===== src/hdl/core_settings.svh =====
`ifndef CORE_SETTINGS_SVH
`define CORE_SETTINGS_SVH

// first fetch address out of reset
`define RESET_PC 32'h0000_0000

// base opcodes of the kept subset
`define OPC_OP     7'b0110011
`define OPC_OPIMM  7'b0010011
`define OPC_LUI    7'b0110111
`define OPC_LOAD   7'b0000011
`define OPC_STORE  7'b0100011
`define OPC_BRANCH 7'b1100011
`define OPC_JAL    7'b1101111

// funct3 codes
`define F3_ADD_SUB 3'b000
`define F3_SLT     3'b010
`define F3_XOR     3'b100
`define F3_OR      3'b110
`define F3_AND     3'b111
`define F3_WORD    3'b010
`define F3_BEQ     3'b000
`define F3_BNE     3'b001

// funct7 codes
`define F7_BASE    7'b0000000
`define F7_SUB     7'b0100000

// full ebreak word, matched exactly
`define EBREAK_WORD 32'h0010_0073

`endif


===== src/hdl/core_pkg.sv =====
`default_nettype none

package core_pkg;

	// data, address and instruction word
	typedef logic [31:0] word_t;

	// register index x0..x31
	typedef logic [4:0] reg_addr_t;

	// alu operations, pass_b feeds lui
	typedef enum logic [2:0] {
		alu_add,
		alu_sub,
		alu_and,
		alu_or,
		alu_xor,
		alu_slt,
		alu_pass_b
	} alu_op_e;

	// data memory access kind
	typedef enum logic [1:0] {
		mem_none,
		mem_load,
		mem_store
	} mem_op_e;

	// control flow kind
	typedef enum logic [1:0] {
		br_none,
		br_beq,
		br_bne,
		br_jal
	} br_kind_e;

	// fetch sequencer states
	typedef enum logic [2:0] {
		fs_idle,
		fs_fetch,
		fs_issue,
		fs_wait_retire,
		fs_halted
	} fetch_state_e;

	// load/store and writeback states
	typedef enum logic [1:0] {
		ls_idle,
		ls_mem_wait,
		ls_retire
	} lsu_state_e;

endpackage

`default_nettype wire


===== src/hdl/fetch_unit.sv =====
`timescale 1ns/10ps
`default_nettype none
`include "core_settings.svh"

module fetch_unit import core_pkg::*; (
	input  logic  clock_i,
	input  logic  reset_i,
	output logic  inst_req_o,
	output word_t inst_addr_o,
	input  logic  inst_valid_i,
	input  word_t inst_rdata_i,
	input  logic  retire_i,
	input  logic  taken_i,
	input  word_t target_i,
	input  logic  halt_i,
	output logic  issue_o,
	output word_t inst_o,
	output word_t pc_o,
	output logic  halted_o
);

	fetch_state_e state_q;
	word_t        pc_q;
	word_t        inst_q;
	word_t        pc_plus4;

	assign pc_plus4 = pc_q + 32'd4;

	// sequencer: one instruction in flight, next fetch only after retire
	always_ff @(posedge clock_i) begin
		if (reset_i) begin
			state_q <= fs_idle;
			pc_q    <= `RESET_PC;
		end else begin
			case (state_q)
				// leave idle one cycle after reset drops
				fs_idle: begin
					state_q <= fs_fetch;
				end
				// hold request and address until memory answers
				fs_fetch: begin
					if (inst_valid_i) begin
						state_q <= fs_issue;
					end
				end
				// ebreak parks the core here
				fs_issue: begin
					if (halt_i) begin
						state_q <= fs_halted;
					end else begin
						state_q <= fs_wait_retire;
					end
				end
				// branch outcome comes with the retire pulse
				fs_wait_retire: begin
					if (retire_i) begin
						pc_q    <= taken_i ? target_i : pc_plus4;
						state_q <= fs_fetch;
					end
				end
				fs_halted: begin
					state_q <= fs_halted;
				end
				default: begin
					state_q <= fs_idle;
				end
			endcase
		end
	end

	// fetched word, held through issue
	always_ff @(posedge clock_i) begin
		if (state_q == fs_fetch && inst_valid_i) begin
			inst_q <= inst_rdata_i;
		end
	end

	assign inst_req_o  = (state_q == fs_fetch);
	assign inst_addr_o = pc_q;
	// single cycle issue strobe
	assign issue_o     = (state_q == fs_issue);
	assign inst_o      = inst_q;
	assign pc_o        = pc_q;
	assign halted_o    = (state_q == fs_halted);

endmodule

`default_nettype wire


===== src/hdl/decoder.sv =====
`timescale 1ns/10ps
`default_nettype none
`include "core_settings.svh"

module decoder import core_pkg::*; (
	input  word_t     inst_i,
	output reg_addr_t rs1_addr_o,
	output reg_addr_t rs2_addr_o,
	output reg_addr_t rd_addr_o,
	output logic      rd_wen_o,
	output word_t     imm_o,
	output logic      use_imm_o,
	output alu_op_e   alu_op_o,
	output mem_op_e   mem_op_o,
	output br_kind_e  br_kind_o,
	output logic      halt_o
);

	logic [6:0] opcode;
	logic [2:0] funct3;
	logic [6:0] funct7;
	word_t      imm_i_fmt;
	word_t      imm_s_fmt;
	word_t      imm_b_fmt;
	word_t      imm_u_fmt;
	word_t      imm_j_fmt;

	// fixed field positions
	assign opcode     = inst_i[6:0];
	assign funct3     = inst_i[14:12];
	assign funct7     = inst_i[31:25];
	assign rd_addr_o  = inst_i[11:7];
	assign rs1_addr_o = inst_i[19:15];
	assign rs2_addr_o = inst_i[24:20];

	// immediates, sign taken from bit 31
	assign imm_i_fmt = {{20{inst_i[31]}}, inst_i[31:20]};
	assign imm_s_fmt = {{20{inst_i[31]}}, inst_i[31:25], inst_i[11:7]};
	assign imm_b_fmt = {{19{inst_i[31]}}, inst_i[31], inst_i[7], inst_i[30:25],
		inst_i[11:8], 1'b0};
	assign imm_u_fmt = {inst_i[31:12], 12'b0};
	assign imm_j_fmt = {{11{inst_i[31]}}, inst_i[31], inst_i[19:12], inst_i[20],
		inst_i[30:21], 1'b0};

	// exact match, ebreak has no free fields
	assign halt_o = (inst_i == `EBREAK_WORD);

	always_comb begin
		// defaults describe a no-op
		rd_wen_o  = 1'b0;
		imm_o     = imm_i_fmt;
		use_imm_o = 1'b0;
		alu_op_o  = alu_add;
		mem_op_o  = mem_none;
		br_kind_o = br_none;
		case (opcode)
			`OPC_OP: begin
				rd_wen_o = 1'b1;
				case (funct3)
					`F3_ADD_SUB: begin
						if (funct7 == `F7_SUB) begin
							alu_op_o = alu_sub;
						end else if (funct7 != `F7_BASE) begin
							rd_wen_o = 1'b0;
						end
					end
					`F3_AND: alu_op_o = alu_and;
					`F3_OR:  alu_op_o = alu_or;
					`F3_XOR: alu_op_o = alu_xor;
					`F3_SLT: alu_op_o = alu_slt;
					// shifts and sltu are outside the subset
					default: rd_wen_o = 1'b0;
				endcase
			end
			`OPC_OPIMM: begin
				// addi only
				rd_wen_o  = (funct3 == `F3_ADD_SUB);
				use_imm_o = 1'b1;
			end
			`OPC_LUI: begin
				rd_wen_o  = 1'b1;
				imm_o     = imm_u_fmt;
				use_imm_o = 1'b1;
				alu_op_o  = alu_pass_b;
			end
			`OPC_LOAD: begin
				// lw, address is rs1 plus imm
				if (funct3 == `F3_WORD) begin
					rd_wen_o  = 1'b1;
					use_imm_o = 1'b1;
					mem_op_o  = mem_load;
				end
			end
			`OPC_STORE: begin
				if (funct3 == `F3_WORD) begin
					imm_o     = imm_s_fmt;
					use_imm_o = 1'b1;
					mem_op_o  = mem_store;
				end
			end
			`OPC_BRANCH: begin
				// compare is done on rs1/rs2 directly in exec
				imm_o = imm_b_fmt;
				if (funct3 == `F3_BEQ) begin
					br_kind_o = br_beq;
				end else if (funct3 == `F3_BNE) begin
					br_kind_o = br_bne;
				end
			end
			`OPC_JAL: begin
				rd_wen_o  = 1'b1;
				imm_o     = imm_j_fmt;
				br_kind_o = br_jal;
			end
			default: begin
				rd_wen_o = 1'b0;
			end
		endcase
	end

endmodule

`default_nettype wire


===== src/hdl/register_file.sv =====
`timescale 1ns/10ps
`default_nettype none

module register_file import core_pkg::*; (
	input  logic      clock_i,
	input  logic      reset_i,
	input  reg_addr_t rs1_addr_i,
	input  reg_addr_t rs2_addr_i,
	output word_t     rs1_data_o,
	output word_t     rs2_data_o,
	input  logic      wen_i,
	input  reg_addr_t waddr_i,
	input  word_t     wdata_i
);

	word_t regs [32];

	// whole file cleared on reset
	always_ff @(posedge clock_i) begin
		if (reset_i) begin
			for (int i = 0; i < 32; i++) begin
				regs[i] <= '0;
			end
		end else if (wen_i && waddr_i != 5'd0) begin
			regs[waddr_i] <= wdata_i;
		end
	end

	// x0 always reads zero
	assign rs1_data_o = (rs1_addr_i == 5'd0) ? '0 : regs[rs1_addr_i];
	assign rs2_data_o = (rs2_addr_i == 5'd0) ? '0 : regs[rs2_addr_i];

endmodule

`default_nettype wire


===== src/hdl/exec_unit.sv =====
`timescale 1ns/10ps
`default_nettype none

module exec_unit import core_pkg::*; (
	input  word_t    pc_i,
	input  word_t    rs1_data_i,
	input  word_t    rs2_data_i,
	input  word_t    imm_i,
	input  logic     use_imm_i,
	input  alu_op_e  alu_op_i,
	input  br_kind_e br_kind_i,
	output word_t    result_o,
	output logic     taken_o,
	output word_t    target_o
);

	word_t op_b;
	word_t alu_out;
	logic  regs_equal;

	// second operand: immediate or rs2
	assign op_b = use_imm_i ? imm_i : rs2_data_i;

	always_comb begin
		case (alu_op_i)
			alu_add:    alu_out = rs1_data_i + op_b;
			alu_sub:    alu_out = rs1_data_i - op_b;
			alu_and:    alu_out = rs1_data_i & op_b;
			alu_or:     alu_out = rs1_data_i | op_b;
			alu_xor:    alu_out = rs1_data_i ^ op_b;
			// signed compare
			alu_slt:    alu_out = {31'b0, $signed(rs1_data_i) < $signed(op_b)};
			alu_pass_b: alu_out = op_b;
			default:    alu_out = rs1_data_i + op_b;
		endcase
	end

	// jal links pc+4, everything else takes the alu
	// loads and stores use this as the address
	assign result_o = (br_kind_i == br_jal) ? pc_i + 32'd4 : alu_out;

	// branch compare always on the raw register values
	assign regs_equal = (rs1_data_i == rs2_data_i);

	always_comb begin
		case (br_kind_i)
			br_beq:  taken_o = regs_equal;
			br_bne:  taken_o = !regs_equal;
			br_jal:  taken_o = 1'b1;
			default: taken_o = 1'b0;
		endcase
	end

	// pc relative for both branches and jal
	assign target_o = pc_i + imm_i;

endmodule

`default_nettype wire


===== src/hdl/lsu_wb.sv =====
`timescale 1ns/10ps
`default_nettype none

module lsu_wb import core_pkg::*; (
	input  logic      clock_i,
	input  logic      reset_i,
	input  logic      issue_i,
	input  mem_op_e   mem_op_i,
	input  word_t     result_i,
	input  word_t     store_data_i,
	input  reg_addr_t rd_addr_i,
	input  logic      rd_wen_i,
	input  logic      taken_i,
	input  word_t     target_i,
	output logic      data_req_o,
	output logic      data_we_o,
	output word_t     data_addr_o,
	output word_t     data_wdata_o,
	input  logic      data_valid_i,
	input  word_t     data_rdata_i,
	output logic      reg_wen_o,
	output reg_addr_t reg_waddr_o,
	output word_t     reg_wdata_o,
	output logic      retire_o,
	output logic      taken_o,
	output word_t     target_o
);

	lsu_state_e state_q;
	mem_op_e    mem_op_q;
	word_t      result_q;
	word_t      store_data_q;
	reg_addr_t  rd_addr_q;
	logic       rd_wen_q;
	logic       taken_q;
	word_t      target_q;
	word_t      load_data_q;

	// state: memory ops wait for valid, others retire next cycle
	always_ff @(posedge clock_i) begin
		if (reset_i) begin
			state_q <= ls_idle;
		end else begin
			case (state_q)
				ls_idle: begin
					if (issue_i) begin
						state_q <= (mem_op_i == mem_none) ? ls_retire : ls_mem_wait;
					end
				end
				ls_mem_wait: begin
					if (data_valid_i) begin
						state_q <= ls_retire;
					end
				end
				ls_retire: begin
					state_q <= ls_idle;
				end
				default: begin
					state_q <= ls_idle;
				end
			endcase
		end
	end

	// instruction results captured on issue
	always_ff @(posedge clock_i) begin
		if (state_q == ls_idle && issue_i) begin
			mem_op_q     <= mem_op_i;
			result_q     <= result_i;
			store_data_q <= store_data_i;
			rd_addr_q    <= rd_addr_i;
			rd_wen_q     <= rd_wen_i;
			taken_q      <= taken_i;
			target_q     <= target_i;
		end
	end

	// load data taken in the valid cycle
	always_ff @(posedge clock_i) begin
		if (state_q == ls_mem_wait && data_valid_i) begin
			load_data_q <= data_rdata_i;
		end
	end

	// request level held until valid
	assign data_req_o   = (state_q == ls_mem_wait);
	assign data_we_o    = data_req_o && (mem_op_q == mem_store);
	assign data_addr_o  = result_q;
	assign data_wdata_o = store_data_q;

	// writeback in the retire cycle only
	assign retire_o    = (state_q == ls_retire);
	assign reg_wen_o   = retire_o && rd_wen_q;
	assign reg_waddr_o = rd_addr_q;
	assign reg_wdata_o = (mem_op_q == mem_load) ? load_data_q : result_q;

	// fetch samples these with retire
	assign taken_o  = taken_q;
	assign target_o = target_q;

endmodule

`default_nettype wire


===== src/hdl/core_top.sv =====
`timescale 1ns/10ps
`default_nettype none

module core_top import core_pkg::*; (
	input  logic  clock_i,
	input  logic  reset_i,
	// instruction port
	output logic  inst_req_o,
	output word_t inst_addr_o,
	input  logic  inst_valid_i,
	input  word_t inst_rdata_i,
	// data port
	output logic  data_req_o,
	output logic  data_we_o,
	output word_t data_addr_o,
	output word_t data_wdata_o,
	input  logic  data_valid_i,
	input  word_t data_rdata_i,
	output logic  halted_o
);

	// fetch to decode
	logic      issue;
	word_t     inst;
	word_t     pc;

	// decode outputs
	reg_addr_t rs1_addr;
	reg_addr_t rs2_addr;
	reg_addr_t rd_addr;
	logic      rd_wen;
	word_t     imm;
	logic      use_imm;
	alu_op_e   alu_op;
	mem_op_e   mem_op;
	br_kind_e  br_kind;
	logic      halt;

	// register read data
	word_t     rs1_data;
	word_t     rs2_data;

	// execute outputs
	word_t     ex_result;
	logic      ex_taken;
	word_t     ex_target;

	// writeback and retire
	logic      reg_wen;
	reg_addr_t reg_waddr;
	word_t     reg_wdata;
	logic      retire;
	logic      wb_taken;
	word_t     wb_target;

	fetch_unit u_fetch_unit (
		.clock_i      (clock_i),
		.reset_i      (reset_i),
		.inst_req_o   (inst_req_o),
		.inst_addr_o  (inst_addr_o),
		.inst_valid_i (inst_valid_i),
		.inst_rdata_i (inst_rdata_i),
		.retire_i     (retire),
		.taken_i      (wb_taken),
		.target_i     (wb_target),
		.halt_i       (halt),
		.issue_o      (issue),
		.inst_o       (inst),
		.pc_o         (pc),
		.halted_o     (halted_o)
	);

	decoder u_decoder (
		.inst_i     (inst),
		.rs1_addr_o (rs1_addr),
		.rs2_addr_o (rs2_addr),
		.rd_addr_o  (rd_addr),
		.rd_wen_o   (rd_wen),
		.imm_o      (imm),
		.use_imm_o  (use_imm),
		.alu_op_o   (alu_op),
		.mem_op_o   (mem_op),
		.br_kind_o  (br_kind),
		.halt_o     (halt)
	);

	register_file u_register_file (
		.clock_i    (clock_i),
		.reset_i    (reset_i),
		.rs1_addr_i (rs1_addr),
		.rs2_addr_i (rs2_addr),
		.rs1_data_o (rs1_data),
		.rs2_data_o (rs2_data),
		.wen_i      (reg_wen),
		.waddr_i    (reg_waddr),
		.wdata_i    (reg_wdata)
	);

	exec_unit u_exec_unit (
		.pc_i       (pc),
		.rs1_data_i (rs1_data),
		.rs2_data_i (rs2_data),
		.imm_i      (imm),
		.use_imm_i  (use_imm),
		.alu_op_i   (alu_op),
		.br_kind_i  (br_kind),
		.result_o   (ex_result),
		.taken_o    (ex_taken),
		.target_o   (ex_target)
	);

	// store data comes straight from rs2
	lsu_wb u_lsu_wb (
		.clock_i      (clock_i),
		.reset_i      (reset_i),
		.issue_i      (issue),
		.mem_op_i     (mem_op),
		.result_i     (ex_result),
		.store_data_i (rs2_data),
		.rd_addr_i    (rd_addr),
		.rd_wen_i     (rd_wen),
		.taken_i      (ex_taken),
		.target_i     (ex_target),
		.data_req_o   (data_req_o),
		.data_we_o    (data_we_o),
		.data_addr_o  (data_addr_o),
		.data_wdata_o (data_wdata_o),
		.data_valid_i (data_valid_i),
		.data_rdata_i (data_rdata_i),
		.reg_wen_o    (reg_wen),
		.reg_waddr_o  (reg_waddr),
		.reg_wdata_o  (reg_wdata),
		.retire_o     (retire),
		.taken_o      (wb_taken),
		.target_o     (wb_target)
	);

endmodule

`default_nettype wire


===== config.mk =====
export PLATFORM = sky130hd
export DESIGN_NAME = core_top
export DESIGN_NICKNAME = d
export VERILOG_FILES = /design/src/hdl/core_pkg.sv /design/src/hdl/fetch_unit.sv /design/src/hdl/decoder.sv /design/src/hdl/register_file.sv /design/src/hdl/exec_unit.sv /design/src/hdl/lsu_wb.sv /design/src/hdl/core_top.sv
export VERILOG_INCLUDE_DIRS = /design/src /design/src/hdl
export SDC_FILE = /design/constraint.sdc
export NUM_CORES = 2
export LEC_CHECK = 0
export BUFFER_PORTS_ARGS = -buffer_cell sky130_fd_sc_hd__buf_2
export CAP_MARGIN = 5
export CELL_PAD_IN_SITES_DETAIL_PLACEMENT = 1
export CELL_PAD_IN_SITES_GLOBAL_PLACEMENT = 1
export CORE_MARGIN = 2
export CORE_UTILIZATION = 33
export CTS_BUF_LIST = sky130_fd_sc_hd__clkbuf_8 sky130_fd_sc_hd__clkbuf_16
export CTS_CLUSTER_DIAMETER = 150
export DETAILED_ROUTE_END_ITERATION = 10
export MAX_ROUTING_LAYER = met4
export PLACE_DENSITY_LB_ADDON = 0.1
export SLEW_MARGIN = 0
export SYNTH_ARGS = -nofsm -noshare
export SYNTH_HDL_FRONTEND = slang
export SYNTH_SLANG_ARGS = --single-unit

===== constraint.sdc =====
create_clock -name clock_i -period 21.5 [get_ports clock_i]
set_input_delay 2.15 -clock clock_i [delete_from_list [all_inputs] [get_ports clock_i]]
set_output_delay 2.15 -clock clock_i [all_outputs]
set_load 0.05 [all_outputs]

==> metrics.log <==
[metrics] required arrival time at the worst endpoint: 22.00 ns
[metrics] Synth top area share: 53.1%
[metrics] ratio of final minimum period to clock period: 40.3%
[metrics] leak pwr: 27.5 nW
[metrics] most numerous cell in the Yosys netlist: edfxtp_1
[metrics] final sum of negative setup slack: 0 ns
[metrics] top post-synthesis cells by count: edfxtp_1 (1193), nor2_1 (1174), mux4_2 (512), clkbuf_1 (354), nand2_1 (222)
[metrics] H-Tree Level Count: 4
[metrics] DRC violations left: 0
[metrics] result of the run: completed
[metrics] Peak supply drop: 73.2 uV
[metrics] number of flip-flops and latches in the synthesized netlist: 1240
[metrics] count of final hold-check violations: 0
[metrics] cell type with the highest occurrence count on the critical path: buf_4
[metrics] path class of the lowest-slack min-delay path: flop to flop
[metrics] CTS Root Buffer Type: clkbuf_16
[metrics] mux cell area share after synthesis: 18.8%
[metrics] worst max-slew margin expressed relative to the limit: 18.2%
[metrics] post-synthesis compound-gate area fraction: 8.16%
[metrics] filler cell count in the final layout: 21100
[metrics] type of element launching the critical path: flop
[metrics] endpoint class of the critical path: flop
[metrics] count of flip-flops with a built-in enable after synthesis: 1193
[metrics] antenna violations before repair: 22
[metrics] xor and xnor fraction of the mapped netlist area: 1.36%
[metrics] list of cells traversed by the critical path: buf_4 -> buf_4 -> buf_4 -> buf_4 -> mux4_2 -> a22oi_1 -> nand3_1 -> nand2_1 -> ha_1 -> or4_1 -> or4_1 -> o221ai_1 -> a21oi_1 -> a21oi_1 -> mux2_2 -> a311oi_1 -> o211ai_1 -> a2bb2oi_1
[metrics] 1st-pass router iterations: 5
[metrics] transition time at the pin with the least slew margin: 1.22 ns
[metrics] PwrDens: 88.6 nW/um^2
[metrics] data arrival at the endpoint of the critical path: 9.17 ns
[metrics] Post-Synthesis Cell Area: 67500 sq um
[metrics] Die Width: 456 microns
[metrics] PostCTS Resize Cnt: 0
[metrics] sinks on the clock net: 1240
[metrics] effective utilization at floorplan: 33.3%
[metrics] library cell with the largest summed area after synthesis: edfxtp_1
[metrics] layout cell share with drive strength beyond 1: 22.3%
[metrics] Nets: 5524
[metrics] area of the die: 208000 sq um
[metrics] Largest delay share family, worst path: buffers and inverters
[metrics] dominant register cell in the synthesized netlist: edfxtp_1
[metrics] half-perimeter wire length of the detailed placement result: 191 mm
[metrics] setup skew after layout: 0.0685 ns
[metrics] CTS buffer count: 153
[metrics] global-route wire length before repair: 410 mm
[metrics] Critical Path Fanout Max: 43
[metrics] floorplan die height: 456 microns
[metrics] overall track demand over capacity in global routing: 29.1%
[metrics] count of final max-slew check failures: 0
[metrics] final core area utilization: 37.8%
[metrics] RSZ-0062 raised after global routing: false
[metrics] I/O pin total: 168
[metrics] post-synthesis async set-or-reset flop share: 0%
[metrics] hold buffer count at cts: 0
[metrics] fraction of the yosys area taken by sequential cells: 54.5%
[metrics] biggest cell delay along the critical path: 0.91 ns
[metrics] count of maximum capacitance violations: 0
[metrics] Avg Inst Size Synth: 12.8 sq um
[metrics] post-synthesis cell count: 5277
[metrics] P&R area growth vs syn: 13.6%
[metrics] vias per cell: 6.00
[metrics] overflow left after global routing: 0
[metrics] number of design-rule violations left by the first detailed-router iteration: 5623
[metrics] Post-CTS Setup Inserts: 0
[metrics] I/O Buffers: 167
[metrics] Yosys warnings: 0
[metrics] remaining antenna violation count: 0
[metrics] count of buffering cells on the critical path with inverters included: 4
[metrics] final setup fails: 0
[metrics] Core Rows: 165
[metrics] top cells by area in the synthesized netlist: edfxtp_1 (53%), mux4_2 (17%), nor2_1 (6.5%)
[metrics] routed vias: 48800
[metrics] combinational family with the most area after synthesis: multiplexers
[metrics] simple-gate share of the synthesized area: 10.6%
[metrics] synthesized-area fraction occupied by adder cells: 2.46%
[metrics] clock tree from TritonCTS: done
[metrics] maximum number of pins on one net before global-route repair: 121
[metrics] core region area: 203000 sq um
[metrics] number of global-route vias before repair: 49300
[metrics] Netlist cell types: 83
[metrics] maximum root-to-sink buffer count: 3
[metrics] maximum operating frequency: 115 MHz
[metrics] post-route minimum period: 8.67 ns
[metrics] clock-pin transition on the worst setup and hold timing paths: 0.06 ns
[metrics] CP max-delay cell: buf_4
[metrics] latest clock arrival within the worst-skew pair: 0.84 ns
[metrics] average wire length per cell after detail routing: 36.7 microns
[metrics] category of the critical setup timing path: flop to flop
[metrics] wirelength, routed: 298 mm
[metrics] Final Wtd Congestion: 0.930
[per-layer routing]
metal / routed length (microns) / part of all wire, % / track usage (%) / vias up
li1: - / - / - / 20000
met1: 127000 / 42 / 38.3 / 26400
met2: 140000 / 47 / 45.4 / 1930
met3: 20600 / 6.9 / 5.14 / 360
met4: 10700 / 3.6 / 9.86 / 0
met5: 0 / 0 / - / -
[flip-flops by register name, summed over array words and instances (netlist names), named ones only]
| register | count |
|---|---|
| u_lsu_wb.state_q | 2 |
| u_register_file.regs | 1024 |
| u_lsu_wb.rd_wen_q | 1 |
| u_lsu_wb.mem_op_q | 2 |
| u_fetch_unit.state_q | 3 |
| u_lsu_wb.target_o | 32 |
| u_lsu_wb.load_data_q | 32 |
| u_fetch_unit.inst_o | 32 |
| u_fetch_unit.inst_addr_o | 32 |
| u_lsu_wb.data_wdata_o | 32 |
| u_lsu_wb.reg_waddr_o | 5 |
| u_lsu_wb.data_addr_o | 32 |
| u_lsu_wb.taken_o | 1 |
[cell usage in the layout, fill, tap and decap left out, types with 38 or more instances in the layout]
master	netlist	final
mux2i_1	103	71
inv_1	137	187
a21oi_1	204	203
nand3_1	80	76
o21ai_0	128	126
buf_4	21	174
xnor2_1	72	72
buf_2	61	166
nand2_1	222	200
dfxtp_1	47	39
nor2_1	1174	1170
a22oi_1	155	155
edfxtp_1	1193	1193
a21o_1	38	38
o22ai_1	76	76
mux4_2	512	512
clkbuf_16	0	154
ha_1	128	128
a211oi_1	68	68
[layout make-up]
cell class / count / area [sq um] / share of cell area [%]
inverter: 137 / 514 / 0.671
clock buffer: 155 / 3870 / 5.05
multi-input combinational: 3449 / 28800 / 37.6
sequential: 1240 / 36800 / 48.0
timing repair buffer: 344 / 2220 / 2.89
clock inverter: 123 / 1020 / 1.34
antenna: 10 / 25.0 / 0.0327
tap: 2672 / 3340 / 4.36
[kinds of logic after synthesis]
logic type               after synthesis
flip-flops                          1240
multiplexers                         627
AO/OA/AOI/OAI                        839
XOR/XNOR                             105
buffers and inverters                619
other                                  1
AND/OR/NAND/NOR                     1715
adder cells (fa/ha/maj)              131
[metrics by stage]
step	cells	worst slack (ns)	power (mW)	hold slack, ns	area (sq um)
5_1_grt	8129	12.22	7.00	0.506	76600
4_1_cts	8120	12.70	6.82	0.486	76600
2_1_floorplan	5308	10.14	3.67	0.439	67600
6_report	8130	12.83	6.79	0.478	76600
3_3_place_gp	7842	12.82	4.23	0.477	71700
3_5_place_dp	7842	12.78	4.24	0.477	71700
[worst register-to-register path, stage by stage (launching register included)]
cell,delay [ns]
dfxtp_4,0.39
buf_4,0.63
buf_4,0.75
buf_4,0.88
buf_4,1.00
mux4_2,0.62
a22oi_1,0.36
nand3_1,0.18
nand2_1,0.20
ha_1,0.44
or4_1,0.56
or4_1,0.41
o221ai_1,0.32
a21oi_1,0.19
a21oi_1,0.43
mux2_2,0.39
a311oi_1,0.27
o211ai_1,0.13
a2bb2oi_1,0.17
[power by group]
group,total (mW),internal (mW),switching [mW]
clock,2.57,1.45,1.12
combinational,1.40,0.457,0.945
sequential,2.82,2.75,0.0665
[worst paths after layout]
kind | startpoint | to | slack, ns | depth (start not counted)
worst max-delay path | flop | u_lsu_wb.data_addr_o[26] | 12.83 | 18
worst min-delay path | u_fetch_unit.state_q[0] | u_fetch_unit.state_q[2] | 0.48 | 1
worst max register to register | flop | u_lsu_wb.data_addr_o[26] | 12.83 | 18
worst min register to register | u_fetch_unit.state_q[0] | u_fetch_unit.state_q[2] | 0.48 | 1
Power figures use the tool's default switching activity.
